`src/verilog/barrel_cfg.svh`:
```
//**********************************************************
// Build-time constants of the barrel subsystem.
// Include wherever a slot count, width or timing value is needed.
//**********************************************************
`ifndef BARREL_CFG_SVH
`define BARREL_CFG_SVH

// Number of barrel slots, 1 to 8.
`define BARREL_COUNT 5

// Horizontal position width and the exit position.
`define BARREL_X_W 10
`define BARREL_X_MAX 40

// Clock cycles per one-pixel move.
`define BARREL_STEP_CYCLES 2

// Cycles of key lockout after a spawn.
`define BARREL_COOLDOWN 16

`define BARREL_AXI_AW 6

`endif

```
`src/verilog/barrel_pkg.sv`:
```
//**********************************************************
// Shared types, FSM states and register map of the barrel subsystem.
//**********************************************************
`include "barrel_cfg.svh"

package barrel_pkg;

    typedef logic [`BARREL_COUNT-1:0] slot_mask_t;   // One bit per slot.
    typedef logic [`BARREL_X_W-1:0] xpos_t;
    typedef logic [`BARREL_AXI_AW-1:0] axi_addr_t;
    typedef logic [31:0] axi_data_t;
    typedef logic [1:0] axi_resp_t;

    typedef enum logic [0:0] {
        ST_IDLE     = 1'b0,
        ST_COOLDOWN = 1'b1
    } ctl_state_t;

    localparam axi_resp_t RESP_OKAY   = 2'b00;
    localparam axi_resp_t RESP_SLVERR = 2'b10;

    // Byte offsets.
    localparam axi_addr_t REG_CTRL     = 'h00;
    localparam axi_addr_t REG_KEY      = 'h04;
    localparam axi_addr_t REG_STATUS   = 'h08;
    localparam axi_addr_t REG_POS_BASE = 'h10;   // Slot i at +4*i.

endpackage

```
`src/verilog/barrel_mover.sv`:
```
//**********************************************************
// Horizontal mover for one barrel slot.
// Steps the position while active and flags the exit at the right edge.
//**********************************************************
`timescale 1ns/10ps
`include "barrel_cfg.svh"

module barrel_mover (
    input  logic              clk,
    input  logic              rst,
    input  logic              active,
    output barrel_pkg::xpos_t xpos,
    output logic              done
);

    localparam int STEP_W = $clog2(`BARREL_STEP_CYCLES + 1);
    localparam logic [STEP_W-1:0] STEP_LAST = STEP_W'(`BARREL_STEP_CYCLES - 1);
    localparam barrel_pkg::xpos_t X_MAX = barrel_pkg::xpos_t'(`BARREL_X_MAX);

    logic [STEP_W-1:0] step_cnt, step_cnt_nxt;
    barrel_pkg::xpos_t xpos_nxt;
    logic at_max;

    assign at_max = (xpos == X_MAX);
    assign done   = active && at_max;   // Level, held until active drops.

    always_ff @(posedge clk) begin : pos_seq_blk
        if (rst) begin
            xpos     <= '0;
            step_cnt <= '0;
        end else begin
            xpos     <= xpos_nxt;
            step_cnt <= step_cnt_nxt;
        end
    end

    always_comb begin : pos_comb_blk
        xpos_nxt     = xpos;
        step_cnt_nxt = step_cnt;
        if (!active) begin
            // An idle slot parks at the left edge so the next spawn starts from 0.
            xpos_nxt     = '0;
            step_cnt_nxt = '0;
        end else if (!at_max) begin
            if (step_cnt == STEP_LAST) begin
                step_cnt_nxt = '0;
                xpos_nxt     = xpos + 1'b1;
            end else begin
                step_cnt_nxt = step_cnt + 1'b1;
            end
        end
    end

endmodule

```
`src/verilog/barrel_ctl.sv`:
```
//**********************************************************
// Barrel slot allocator with spawn cooldown.
// Spawns on key into the lowest free slot and frees a slot when its mover is done.
//**********************************************************
`timescale 1ns/10ps
`include "barrel_cfg.svh"

module barrel_ctl (
    input  logic                   clk,
    input  logic                   rst,
    input  logic                   start_game,
    input  logic                   animation,
    input  logic                   key,
    input  barrel_pkg::slot_mask_t done,
    output barrel_pkg::slot_mask_t barrel,
    output logic                   busy
);

    localparam int COOL_W = $clog2(`BARREL_COOLDOWN + 1);
    localparam logic [COOL_W-1:0] COOL_LOAD = COOL_W'(`BARREL_COOLDOWN - 1);

    barrel_pkg::ctl_state_t state, state_nxt;

    logic [COOL_W-1:0] cool_cnt, cool_cnt_nxt;

    barrel_pkg::slot_mask_t barrel_nxt;
    barrel_pkg::slot_mask_t done_q;
    barrel_pkg::slot_mask_t done_rise;
    barrel_pkg::slot_mask_t free_pick;

    logic spawn;

    // Lowest zero bit of the mask, all zero when every slot is taken.
    assign free_pick = ~barrel & (barrel + 1'b1);

    assign done_rise = done & ~done_q;

    assign spawn = (state == barrel_pkg::ST_IDLE) && key && start_game && !animation
                   && (free_pick != '0);

    assign busy = (state == barrel_pkg::ST_COOLDOWN);

    always_ff @(posedge clk) begin : state_seq_blk
        if (rst) begin
            state    <= barrel_pkg::ST_IDLE;
            cool_cnt <= '0;
        end else begin
            state    <= state_nxt;
            cool_cnt <= cool_cnt_nxt;
        end
    end

    always_ff @(posedge clk) begin : mask_seq_blk
        if (rst) begin
            barrel <= '0;
            done_q <= '0;
        end else begin
            barrel <= barrel_nxt;
            done_q <= done;
        end
    end

    always_comb begin : state_comb_blk
        state_nxt    = state;
        cool_cnt_nxt = cool_cnt;
        case (state)
            barrel_pkg::ST_IDLE: begin
                if (spawn) begin
                    state_nxt    = barrel_pkg::ST_COOLDOWN;
                    cool_cnt_nxt = COOL_LOAD;
                end
            end

            barrel_pkg::ST_COOLDOWN: begin
                if (cool_cnt == '0) begin
                    state_nxt = barrel_pkg::ST_IDLE;
                end else begin
                    cool_cnt_nxt = cool_cnt - 1'b1;
                end
            end

            default: begin
                state_nxt    = barrel_pkg::ST_IDLE;
                cool_cnt_nxt = '0;
            end
        endcase
    end

    always_comb begin : mask_comb_blk
        // Release works in both states.
        barrel_nxt = barrel & ~done_rise;
        if (spawn) begin
            barrel_nxt = barrel_nxt | free_pick;
        end
    end

endmodule

```
`src/verilog/barrel_axil_regs.sv`:
```
//**********************************************************
// AXI4-Lite register block of the barrel subsystem.
// Holds CTRL, makes the key pulse and returns status and positions.
//**********************************************************
`timescale 1ns/10ps
`include "barrel_cfg.svh"

module barrel_axil_regs (
    input  logic                                     clk,
    input  logic                                     rst,
    // Write address and data.
    input  barrel_pkg::axi_addr_t                    awaddr,
    input  logic                                     awvalid,
    output logic                                     awready,
    input  barrel_pkg::axi_data_t                    wdata,
    input  logic [3:0]                               wstrb,
    input  logic                                     wvalid,
    output logic                                     wready,
    // Write response.
    output barrel_pkg::axi_resp_t                    bresp,
    output logic                                     bvalid,
    input  logic                                     bready,
    // Read address and data.
    input  barrel_pkg::axi_addr_t                    araddr,
    input  logic                                     arvalid,
    output logic                                     arready,
    output barrel_pkg::axi_data_t                    rdata,
    output barrel_pkg::axi_resp_t                    rresp,
    output logic                                     rvalid,
    input  logic                                     rready,
    // Game side.
    input  barrel_pkg::slot_mask_t                   barrel,
    input  logic                                     busy,
    input  logic [`BARREL_COUNT*`BARREL_X_W-1:0]     xpos_all,
    output logic                                     start_game,
    output logic                                     animation,
    output logic                                     key
);

    logic wr_hs;
    logic rd_hs;
    logic wr_ctrl;
    logic wr_key;
    logic rd_ok;
    barrel_pkg::axi_data_t rd_data_nxt;

    assign wr_hs  = awvalid && awready;   // wvalid is high whenever awready is.
    assign rd_hs  = arvalid && arready;
    assign wready = awready;

    always_comb begin : wr_dec_blk
        barrel_pkg::axi_addr_t off;
        off     = {awaddr[`BARREL_AXI_AW-1:2], 2'b00};
        wr_ctrl = 1'b0;
        wr_key  = 1'b0;
        case (off)
            barrel_pkg::REG_CTRL: wr_ctrl = 1'b1;
            barrel_pkg::REG_KEY:  wr_key  = 1'b1;
            default: ;   // Read-only and unmapped offsets.
        endcase
    end

    always_comb begin : rd_dec_blk
        barrel_pkg::axi_addr_t off;
        off         = {araddr[`BARREL_AXI_AW-1:2], 2'b00};
        rd_data_nxt = '0;
        rd_ok       = 1'b1;
        case (off)
            barrel_pkg::REG_CTRL: begin
                rd_data_nxt[1:0] = {animation, start_game};
            end

            barrel_pkg::REG_KEY: ;   // Write only, reads as 0.

            barrel_pkg::REG_STATUS: begin
                rd_data_nxt[`BARREL_COUNT-1:0] = barrel;
                rd_data_nxt[8]                 = busy;
            end

            default: begin
                rd_ok = 1'b0;
                for (int i = 0; i < `BARREL_COUNT; i++) begin
                    if (off == barrel_pkg::axi_addr_t'(barrel_pkg::REG_POS_BASE + 4 * i)) begin
                        rd_data_nxt[`BARREL_X_W-1:0] = xpos_all[i*`BARREL_X_W +: `BARREL_X_W];
                        rd_ok = 1'b1;
                    end
                end
            end
        endcase
    end

    // Write channel.
    always_ff @(posedge clk) begin : wr_ch_blk
        if (rst) begin
            awready <= 1'b0;
            bvalid  <= 1'b0;
        end else begin
            awready <= awvalid && wvalid && !awready && !bvalid;
            if (wr_hs) begin
                bvalid <= 1'b1;
            end else if (bready) begin
                bvalid <= 1'b0;
            end
        end
    end

    always_ff @(posedge clk) begin : bresp_blk
        if (wr_hs) begin
            bresp <= (wr_ctrl || wr_key) ? barrel_pkg::RESP_OKAY : barrel_pkg::RESP_SLVERR;
        end
    end

    always_ff @(posedge clk) begin : ctrl_reg_blk
        if (rst) begin
            start_game <= 1'b0;
            animation  <= 1'b0;
            key        <= 1'b0;
        end else begin
            if (wr_hs && wr_ctrl && wstrb[0]) begin
                {animation, start_game} <= wdata[1:0];
            end
            key <= wr_hs && wr_key && wstrb[0] && wdata[0];   // One cycle only.
        end
    end

    // Read channel.
    always_ff @(posedge clk) begin : rd_ch_blk
        if (rst) begin
            arready <= 1'b0;
            rvalid  <= 1'b0;
        end else begin
            arready <= arvalid && !arready && !rvalid;
            if (rd_hs) begin
                rvalid <= 1'b1;
            end else if (rready) begin
                rvalid <= 1'b0;
            end
        end
    end

    // Loaded only on a read handshake, so data holds under back-pressure.
    always_ff @(posedge clk) begin : rdata_blk
        if (rd_hs) begin
            rdata <= rd_data_nxt;
            rresp <= rd_ok ? barrel_pkg::RESP_OKAY : barrel_pkg::RESP_SLVERR;
        end
    end

endmodule

```
`src/verilog/barrel_field.sv`:
```
//**********************************************************
// Barrel subsystem top. Connect the AXI4-Lite ports to the game CPU.
//**********************************************************
`timescale 1ns/10ps
`include "barrel_cfg.svh"

module barrel_field (
    input  logic                  clk,
    input  logic                  rst,
    input  barrel_pkg::axi_addr_t awaddr,
    input  logic                  awvalid,
    output logic                  awready,
    input  barrel_pkg::axi_data_t wdata,
    input  logic [3:0]            wstrb,
    input  logic                  wvalid,
    output logic                  wready,
    output barrel_pkg::axi_resp_t bresp,
    output logic                  bvalid,
    input  logic                  bready,
    input  barrel_pkg::axi_addr_t araddr,
    input  logic                  arvalid,
    output logic                  arready,
    output barrel_pkg::axi_data_t rdata,
    output barrel_pkg::axi_resp_t rresp,
    output logic                  rvalid,
    input  logic                  rready
);

    logic start_game;
    logic animation;
    logic key;
    logic busy;
    barrel_pkg::slot_mask_t barrel;
    barrel_pkg::slot_mask_t done;
    logic [`BARREL_COUNT*`BARREL_X_W-1:0] xpos_all;   // Slot i at bits i*W.

    barrel_axil_regs u_regs (
        .clk        (clk),
        .rst        (rst),
        .awaddr     (awaddr),
        .awvalid    (awvalid),
        .awready    (awready),
        .wdata      (wdata),
        .wstrb      (wstrb),
        .wvalid     (wvalid),
        .wready     (wready),
        .bresp      (bresp),
        .bvalid     (bvalid),
        .bready     (bready),
        .araddr     (araddr),
        .arvalid    (arvalid),
        .arready    (arready),
        .rdata      (rdata),
        .rresp      (rresp),
        .rvalid     (rvalid),
        .rready     (rready),
        .barrel     (barrel),
        .busy       (busy),
        .xpos_all   (xpos_all),
        .start_game (start_game),
        .animation  (animation),
        .key        (key)
    );

    barrel_ctl u_ctl (
        .clk        (clk),
        .rst        (rst),
        .start_game (start_game),
        .animation  (animation),
        .key        (key),
        .done       (done),
        .barrel     (barrel),
        .busy       (busy)
    );

    for (genvar i = 0; i < `BARREL_COUNT; i++) begin : g_mover
        barrel_mover u_mover (
            .clk    (clk),
            .rst    (rst),
            .active (barrel[i]),
            .xpos   (xpos_all[i*`BARREL_X_W +: `BARREL_X_W]),
            .done   (done[i])
        );
    end

endmodule

```
`config.mk`:
```
export PLATFORM = sky130hd
export DESIGN_NAME = barrel_field
export DESIGN_NICKNAME = d
export VERILOG_FILES = /design/src/verilog/barrel_pkg.sv /design/src/verilog/barrel_mover.sv /design/src/verilog/barrel_ctl.sv /design/src/verilog/barrel_axil_regs.sv /design/src/verilog/barrel_field.sv
export VERILOG_INCLUDE_DIRS = /design/src /design/src/verilog
export SDC_FILE = /design/constraint.sdc
export NUM_CORES = 1
export LEC_CHECK = 0
export ABC_AREA = 1
export BUFFER_PORTS_ARGS = -buffer_cell sky130_fd_sc_hd__buf_2
export CAP_MARGIN = 20
export CORE_ASPECT_RATIO = 2
export CORE_MARGIN = 2
export CORE_UTILIZATION = 51
export CTS_CLUSTER_SIZE = 8
export DETAILED_ROUTE_END_ITERATION = 10
export PLACE_DENSITY = 0.74
export REMOVE_ABC_BUFFERS = 1
export SLEW_MARGIN = 25
export SYNTH_ARGS = -nofsm -noshare
export SYNTH_HDL_FRONTEND = slang
export SYNTH_SLANG_ARGS = --single-unit
```
`constraint.sdc`:
```
create_clock -name clk -period 1.4 [get_ports clk]
set_input_delay 0 -clock clk [delete_from_list [all_inputs] [get_ports clk]]
set_output_delay 0 -clock clk [all_outputs]
set_load 0.05 [all_outputs]
```
== Word-level counts from Yosys, hierarchy flattened ==
Index checks and enable logic that the tools add are counted.

* Bitwise operators: 18
* Add/subtract/negate cells: 12
* Multiplexer cells: 34
* Reductions and logical operators: 46
* Eq/ne operators: 20

{| class="wikitable"
|+ Operators by type and width
! kind !! count
|-
| adder 10 x 1 -> 10 bit (second input constant) || 5
|-
| equality test 10 x 6 -> 1 bit (second input constant) || 5
|-
| 2-to-1 mux 10 bit || 5
|-
| logical AND 1 bit || 21
|-
| equality test 4 x 3 -> 1 bit (second input constant) || 4
|-
| bitwise AND 5 bit || 3
|-
| 2-to-1 mux 5 bit || 3
|-
| inverter 5 bit || 3
|-
| 2-to-1 mux 1 bit || 14
|-
| 2-to-1 mux 2 bit || 7
|-
| AND reduction 2 bit || 6
|-
| OR reduction 2 bit || 6
|-
| inverter 1 bit || 11
|-
| adder 2 x 1 -> 2 bit (second input constant) || 5
|-
| equality test 2 x 1 -> 1 bit (second input constant) || 5
|-
| case mux 5 bit (2 select lines) || 1
|-
| equality test 4 x 1 -> 1 bit (second input constant) || 2
|-
| zero test 4 bit || 2
|-
| case mux 2 bit (3 select lines) || 1
|-
| case mux 3 bit (2 select lines) || 1
|-
| adder 5 x 1 -> 5 bit (second input constant) || 1
|-
| zero test 1 bit || 5
|-
| zero test 5 bit || 1
|-
| bitwise OR 5 bit || 1
|-
| other kinds (10) || 12
|}

* Output and inout bits: 41
* Word-level logic and storage cells: 155
* Input bits: 55
* Register bits: 97

== Logic depth before layout (Yosys ltp) ==
* Depth in word-level cells: 8
* Mapped depth: 11

== By module ==
Synthesis repeated with hierarchy kept, for this count alone.

* Cells, all modules: 824
* Area, all modules: 5615.4 um2

{| class="wikitable"
|+ By module, submodules not included
! module !! instances !! cells an instance !! area an instance (um2)
|-
| barrel_mover at g_mover[0].u_mover ... || 4 || 108 || 701.9
|-
| barrel_axil_regs || 1 || 192 || 1368.8
|-
| barrel_ctl || 1 || 96 || 732.0
|-
| barrel_mover at g_mover[4].u_mover || 1 || 104 || 706.9
|}

== Worst setup path after synthesis ==
OpenSTA, ideal clock, no wires.

* Path type: reg2reg
* From: register g_mover[4].u_mover.xpos[0]
* To: register g_mover[4].u_mover.xpos[0]
* Arrival: 1.252 ns
* Library setup time: 0.116 ns
* Slack: 0.032 ns
* Clock period less this slack: 1.368 ns
* Required time: 1.284 ns
* Cell stages (with the launch flop): 9
* Cells stage by stage: dfxtp_1 -> inv_1 -> ha_1 -> nand3_1 -> inv_1 -> nand3_2 -> nand2_2 -> o21ai_0 -> nor2_1

* Cells in the longest elaborated chain, start to end: 3
* Elaborated cells between the ends (all ways): 4
* Classes of those cells: 1 x add/sub; 1 x eq/ne; 1 x bitwise; 1 x reduce/logical

{| class="wikitable"
|+ RTL lines
! item !! RTL line !! text
|-
| from (decl) || barrel_mover.sv:12 || <nowiki>output barrel_pkg::xpos_t xpos,</nowiki>
|-
| from (signal assigned) || barrel_mover.sv:32 || <nowiki>xpos <= xpos_nxt;</nowiki>
|-
| branches (longest 3 deep; another with adder 10 x 1 -> 10 bit) || n/a ||
|}

Parallel ways; which one is timed is not known.
A chain may end at the register's enable or synchronous reset.

== Final worst setup path ==
* From: register g_mover[0].u_mover.xpos[0]
* To: register g_mover[0].u_mover.xpos[3]

* Cells in the longest elaborated chain, start to end: 3
* Elaborated cells between the ends (all ways): 4
* Classes of those cells: 1 x add/sub; 1 x eq/ne; 1 x bitwise; 1 x reduce/logical

{| class="wikitable"
|+ RTL lines
! item !! RTL line
|-
| from (decl) || barrel_mover.sv:12
|-
| from (signal assigned) || barrel_mover.sv:32
|-
| branches (longest 3 deep; another with adder 10 x 1 -> 10 bit) || n/a
|}

Parallel ways; which one is timed is not known.

==> results by group <==
Yosys
  – Main synth FF type: dfxtp_1
  – Synthesized area per cell: between 6 and 7 µm²
  – Synth Instances: 821
  – Flops & latches, synth: 95
  – Ys Warns: 0
  – Post-synth EDFFs: 12
  – Post-synth ARST share: 0%
  – Netlist Area Pre-Place: 5470 µm²
  – Seq/Total Area, Yosys: 37.0%
  – Library cells used by synthesis: 33

Detailed routing
  – Post-Route WL: ~16000 µm
  – WL per Instance: 14.3 µm
  – DRC viols: 0
  – Initial DRC Count: 352
  – Via Count: ~5800
  – Post-route ant nets: 0
  – Drt first pass iters: 5
  – Vias per cell: between 5 and 6

Finish
  – Layout cells sized above 1: approximately a quarter
  – Area growth syn-to-layout: 28.3%
  – Most frequent cells in the layout: nand2_1, nor2_1, inv_1, buf_4, dfxtp_1
  – Most common cell after layout, fill and taps aside: nand2_1
  – Final #Nets: 1013
  – # diodes: 0
  – FILL cells: around 900

STA
  – Min Tclk post-route: roughly 1.4 ns
  – Worst-margin pin slew: between 0.5 and 0.6 ns
  – Final hold violations: 0
  – Clock skew: ~0.0096 ns
  – Slew HR: between 60% and 70%
  – Final Slew Violations: 0
  – Setup TNS: 0 ns
  – Fmax: around 740 MHz
  – RSZ-0062 raised after global routing: true
  – Final setup viols: 0
  – Hold Slack: around 0.047 ns
  – Fin crit share: 97.1%

Global routing
  – GRT overflow: 0
  – Antenna violations before repair: 0
  – GR met2 Demand/Resource: just under 50%
  – Met1 usage: around 25%
  – Global-route total usage across every layer: 25.8%
  – GRT busiest layer: met2
  – First-pass GRT wire length: around 24000 µm
  – Met3 Usage GRT: 4.20%
  – Number of global-route vias before repair: between 5000 and 6000
  – Largest net degree at the start of global routing: 18

Floorplan
  – Die width: 77.2 µm
  – Rows: 53
  – Initial Util: 52.2%
  – Die Footprint: between 10000 and 15000 µm²
  – Vert. Die Dim: 150 µm
  – Core Area: between 10000 and 15000 µm²
  – IO Pins: 96

CTS
  – CTS Buffer Depth: 2
  – Worst-Skew Late Latency: between 0.3 and 0.4 ns
  – Clock Pin Slew Worst Setup and Hold Paths: around 0.07 ns
  – CTS tree: built
  – H-tree Lvls: 3
  – Clk sinks: 95
  – CTS buffer count: 9
  – Clock root buffer: clkbuf_16

Critical path
  – CP endpoint kind: flip-flop
  – WS Path Type: reg -> reg
  – CP required: 1.63 ns
  – Worst Setup Start Kind: flip-flop
  – WP data arrival: ~1.6 ns
  – CP max FO: 5

Status
  – Status: finished clean

Place
  – Placer congestion estimate: around 0.96
  – Detailed Place HPWL: 11000 µm
  – IO Port Bufs: 34

Pwr
  – Pwr Total: 0.00569 W
  – Clock share of power: 45.5%
  – Sequential Power Share: about 49%
  – PwrDens: 811 nW/µm²
  – Max VDD drop: between 0.0006 and 0.0007 V
  – Int Pwr: roughly 0.0043 W
  – LEAKAGE: 2.90 nW
  – Logic pwr share: under 10%
  – Sw power: approximately 0.0014 W
  – Sw frac: 24.9%

Job
  – MaxCap Viol Count: 0

Hold path
  – HP Class: in -> reg
## Yosys cell counts, drive strengths merged (5+ instances only)
| cell type | instances | area [µm²] |
|---|---|---|
| nand4 | 23 | 144 |
| a21oi | 50 | 250 |
| edfxtp | 12 | 360 |
| o21ai | 19 | 95.1 |
| ha | 11 | 138 |
| nand3 | 63 | 330 |
| buf | 34 | 244 |
| nor2 | 134 | 556 |
| nand2 | 228 | 886 |
| inv | 110 | 413 |
| o211ai | 5 | 37.5 |
| xor2 | 15 | 131 |
| nor3 | 20 | 110 |
| dfxtp | 83 | 1660 |
## registers in the layout, indices dropped and copies added (netlist names), 5 cells and up
name,count
g_mover.u_mover.step_cnt,10
g_mover.u_mover.xpos,50
u_ctl.barrel,5
u_ctl.cool_cnt,5
u_ctl.done_q,5
u_regs.rdata,10
## kinds of logic (layout without fill, tap and decap cells)
group | Yosys count | count (layout) | synth area share (%)
other cells | 1 | 24 | 0.0686
flops | 95 | 95 | 37.0
compound gates | 80 | 80 | 7.76
buf+inv | 146 | 248 | 12.1
fa+ha+maj | 11 | 11 | 2.52
xor+xnor | 15 | 15 | 2.40
simple gates | 473 | 479 | 38.1
## what timing repair did
action	4_1_cts	5_1_grt
hold buffers	12	0
endpoints found under the hold margin	8	0
resized for setup	8	91
pin swaps	0	15
setup endpoints to repair	24	58
buffers inserted	0	5
cloned	0	6
## metal layers
| layer | wire length [µm] | part of all wire (%) |
|---|---|---|
| met1 | 5410 | 35 |
| met2 | 8430 | 54 |
| met3 | 672 | 4.3 |
| met4 | 1010 | 6.5 |
| met5 | 0 | 0 |
## path summary, 6_finish.rpt
check                                         startpoint                                     endpoint  slack [ns]  cells past startpoint
max              g_mover[0].u_mover.xpos[0]$_SDFFE_PP0P_      g_mover[0].u_mover.xpos[3]$_SDFFE_PP0P_        0.04                      7
min reg2reg  g_mover[3].u_mover.step_cnt[1]$_SDFFE_PP0P_  g_mover[3].u_mover.step_cnt[1]$_SDFFE_PP0P_        0.43                      2
max reg2reg      g_mover[0].u_mover.xpos[0]$_SDFFE_PP0P_      g_mover[0].u_mover.xpos[3]$_SDFFE_PP0P_        0.04                      7
min                                            awaddr[5]               u_regs.start_game$_SDFFE_PP0P_        0.05                      4
## per-stage QoR
stage / cells / util, % / cell area (µm²) / setup slack (ns)
after floorplan: 810 / - / 5310 / -0.283
after global placement: 1050 / 59.0 / 6180 / 0.0162
after detailed placement: 1050 / 59.0 / 6180 / -0.0273
after CTS: 1078 / 63.4 / 6640 / 0.00730
after global routing: 1089 / 67.0 / 7020 / -0.0365
final: 1089 / 67.0 / 7020 / 0.0402
## worst max-delay path: stages, from the launching register on
cell and delay (ns):
dfxtp_4 0.36, inv_2 0.08, ha_4 0.13, nand3_2 0.11, nand3b_4 0.26, buf_6 0.17
nand3_1 0.07, a21oi_1 0.06
## power by group through the flow
stage                     logic [W]  clock network (W)  registers, W
after global routing       0.000353            0.00274       0.00277
after detailed placement   0.000304                  0       0.00283
after global placement     0.000303                  0       0.00283
final                      0.000336            0.00259       0.00277
after CTS                  0.000326            0.00262       0.00277
after floorplan            0.000186                  0       0.00288
## final cells by class
cell class              count  area, µm²  share of cell area [%]
clock buffers              11        275                    3.92
clock inverters             5       43.8                   0.624
repair buffers            120        868                    12.4
flip-flops and latches     95       2050                    29.2
inverters                 112        425                    6.06
multi-input cells         609       3180                    45.4
well taps                 137        171                    2.44
(Power assumes the default switching activity.)
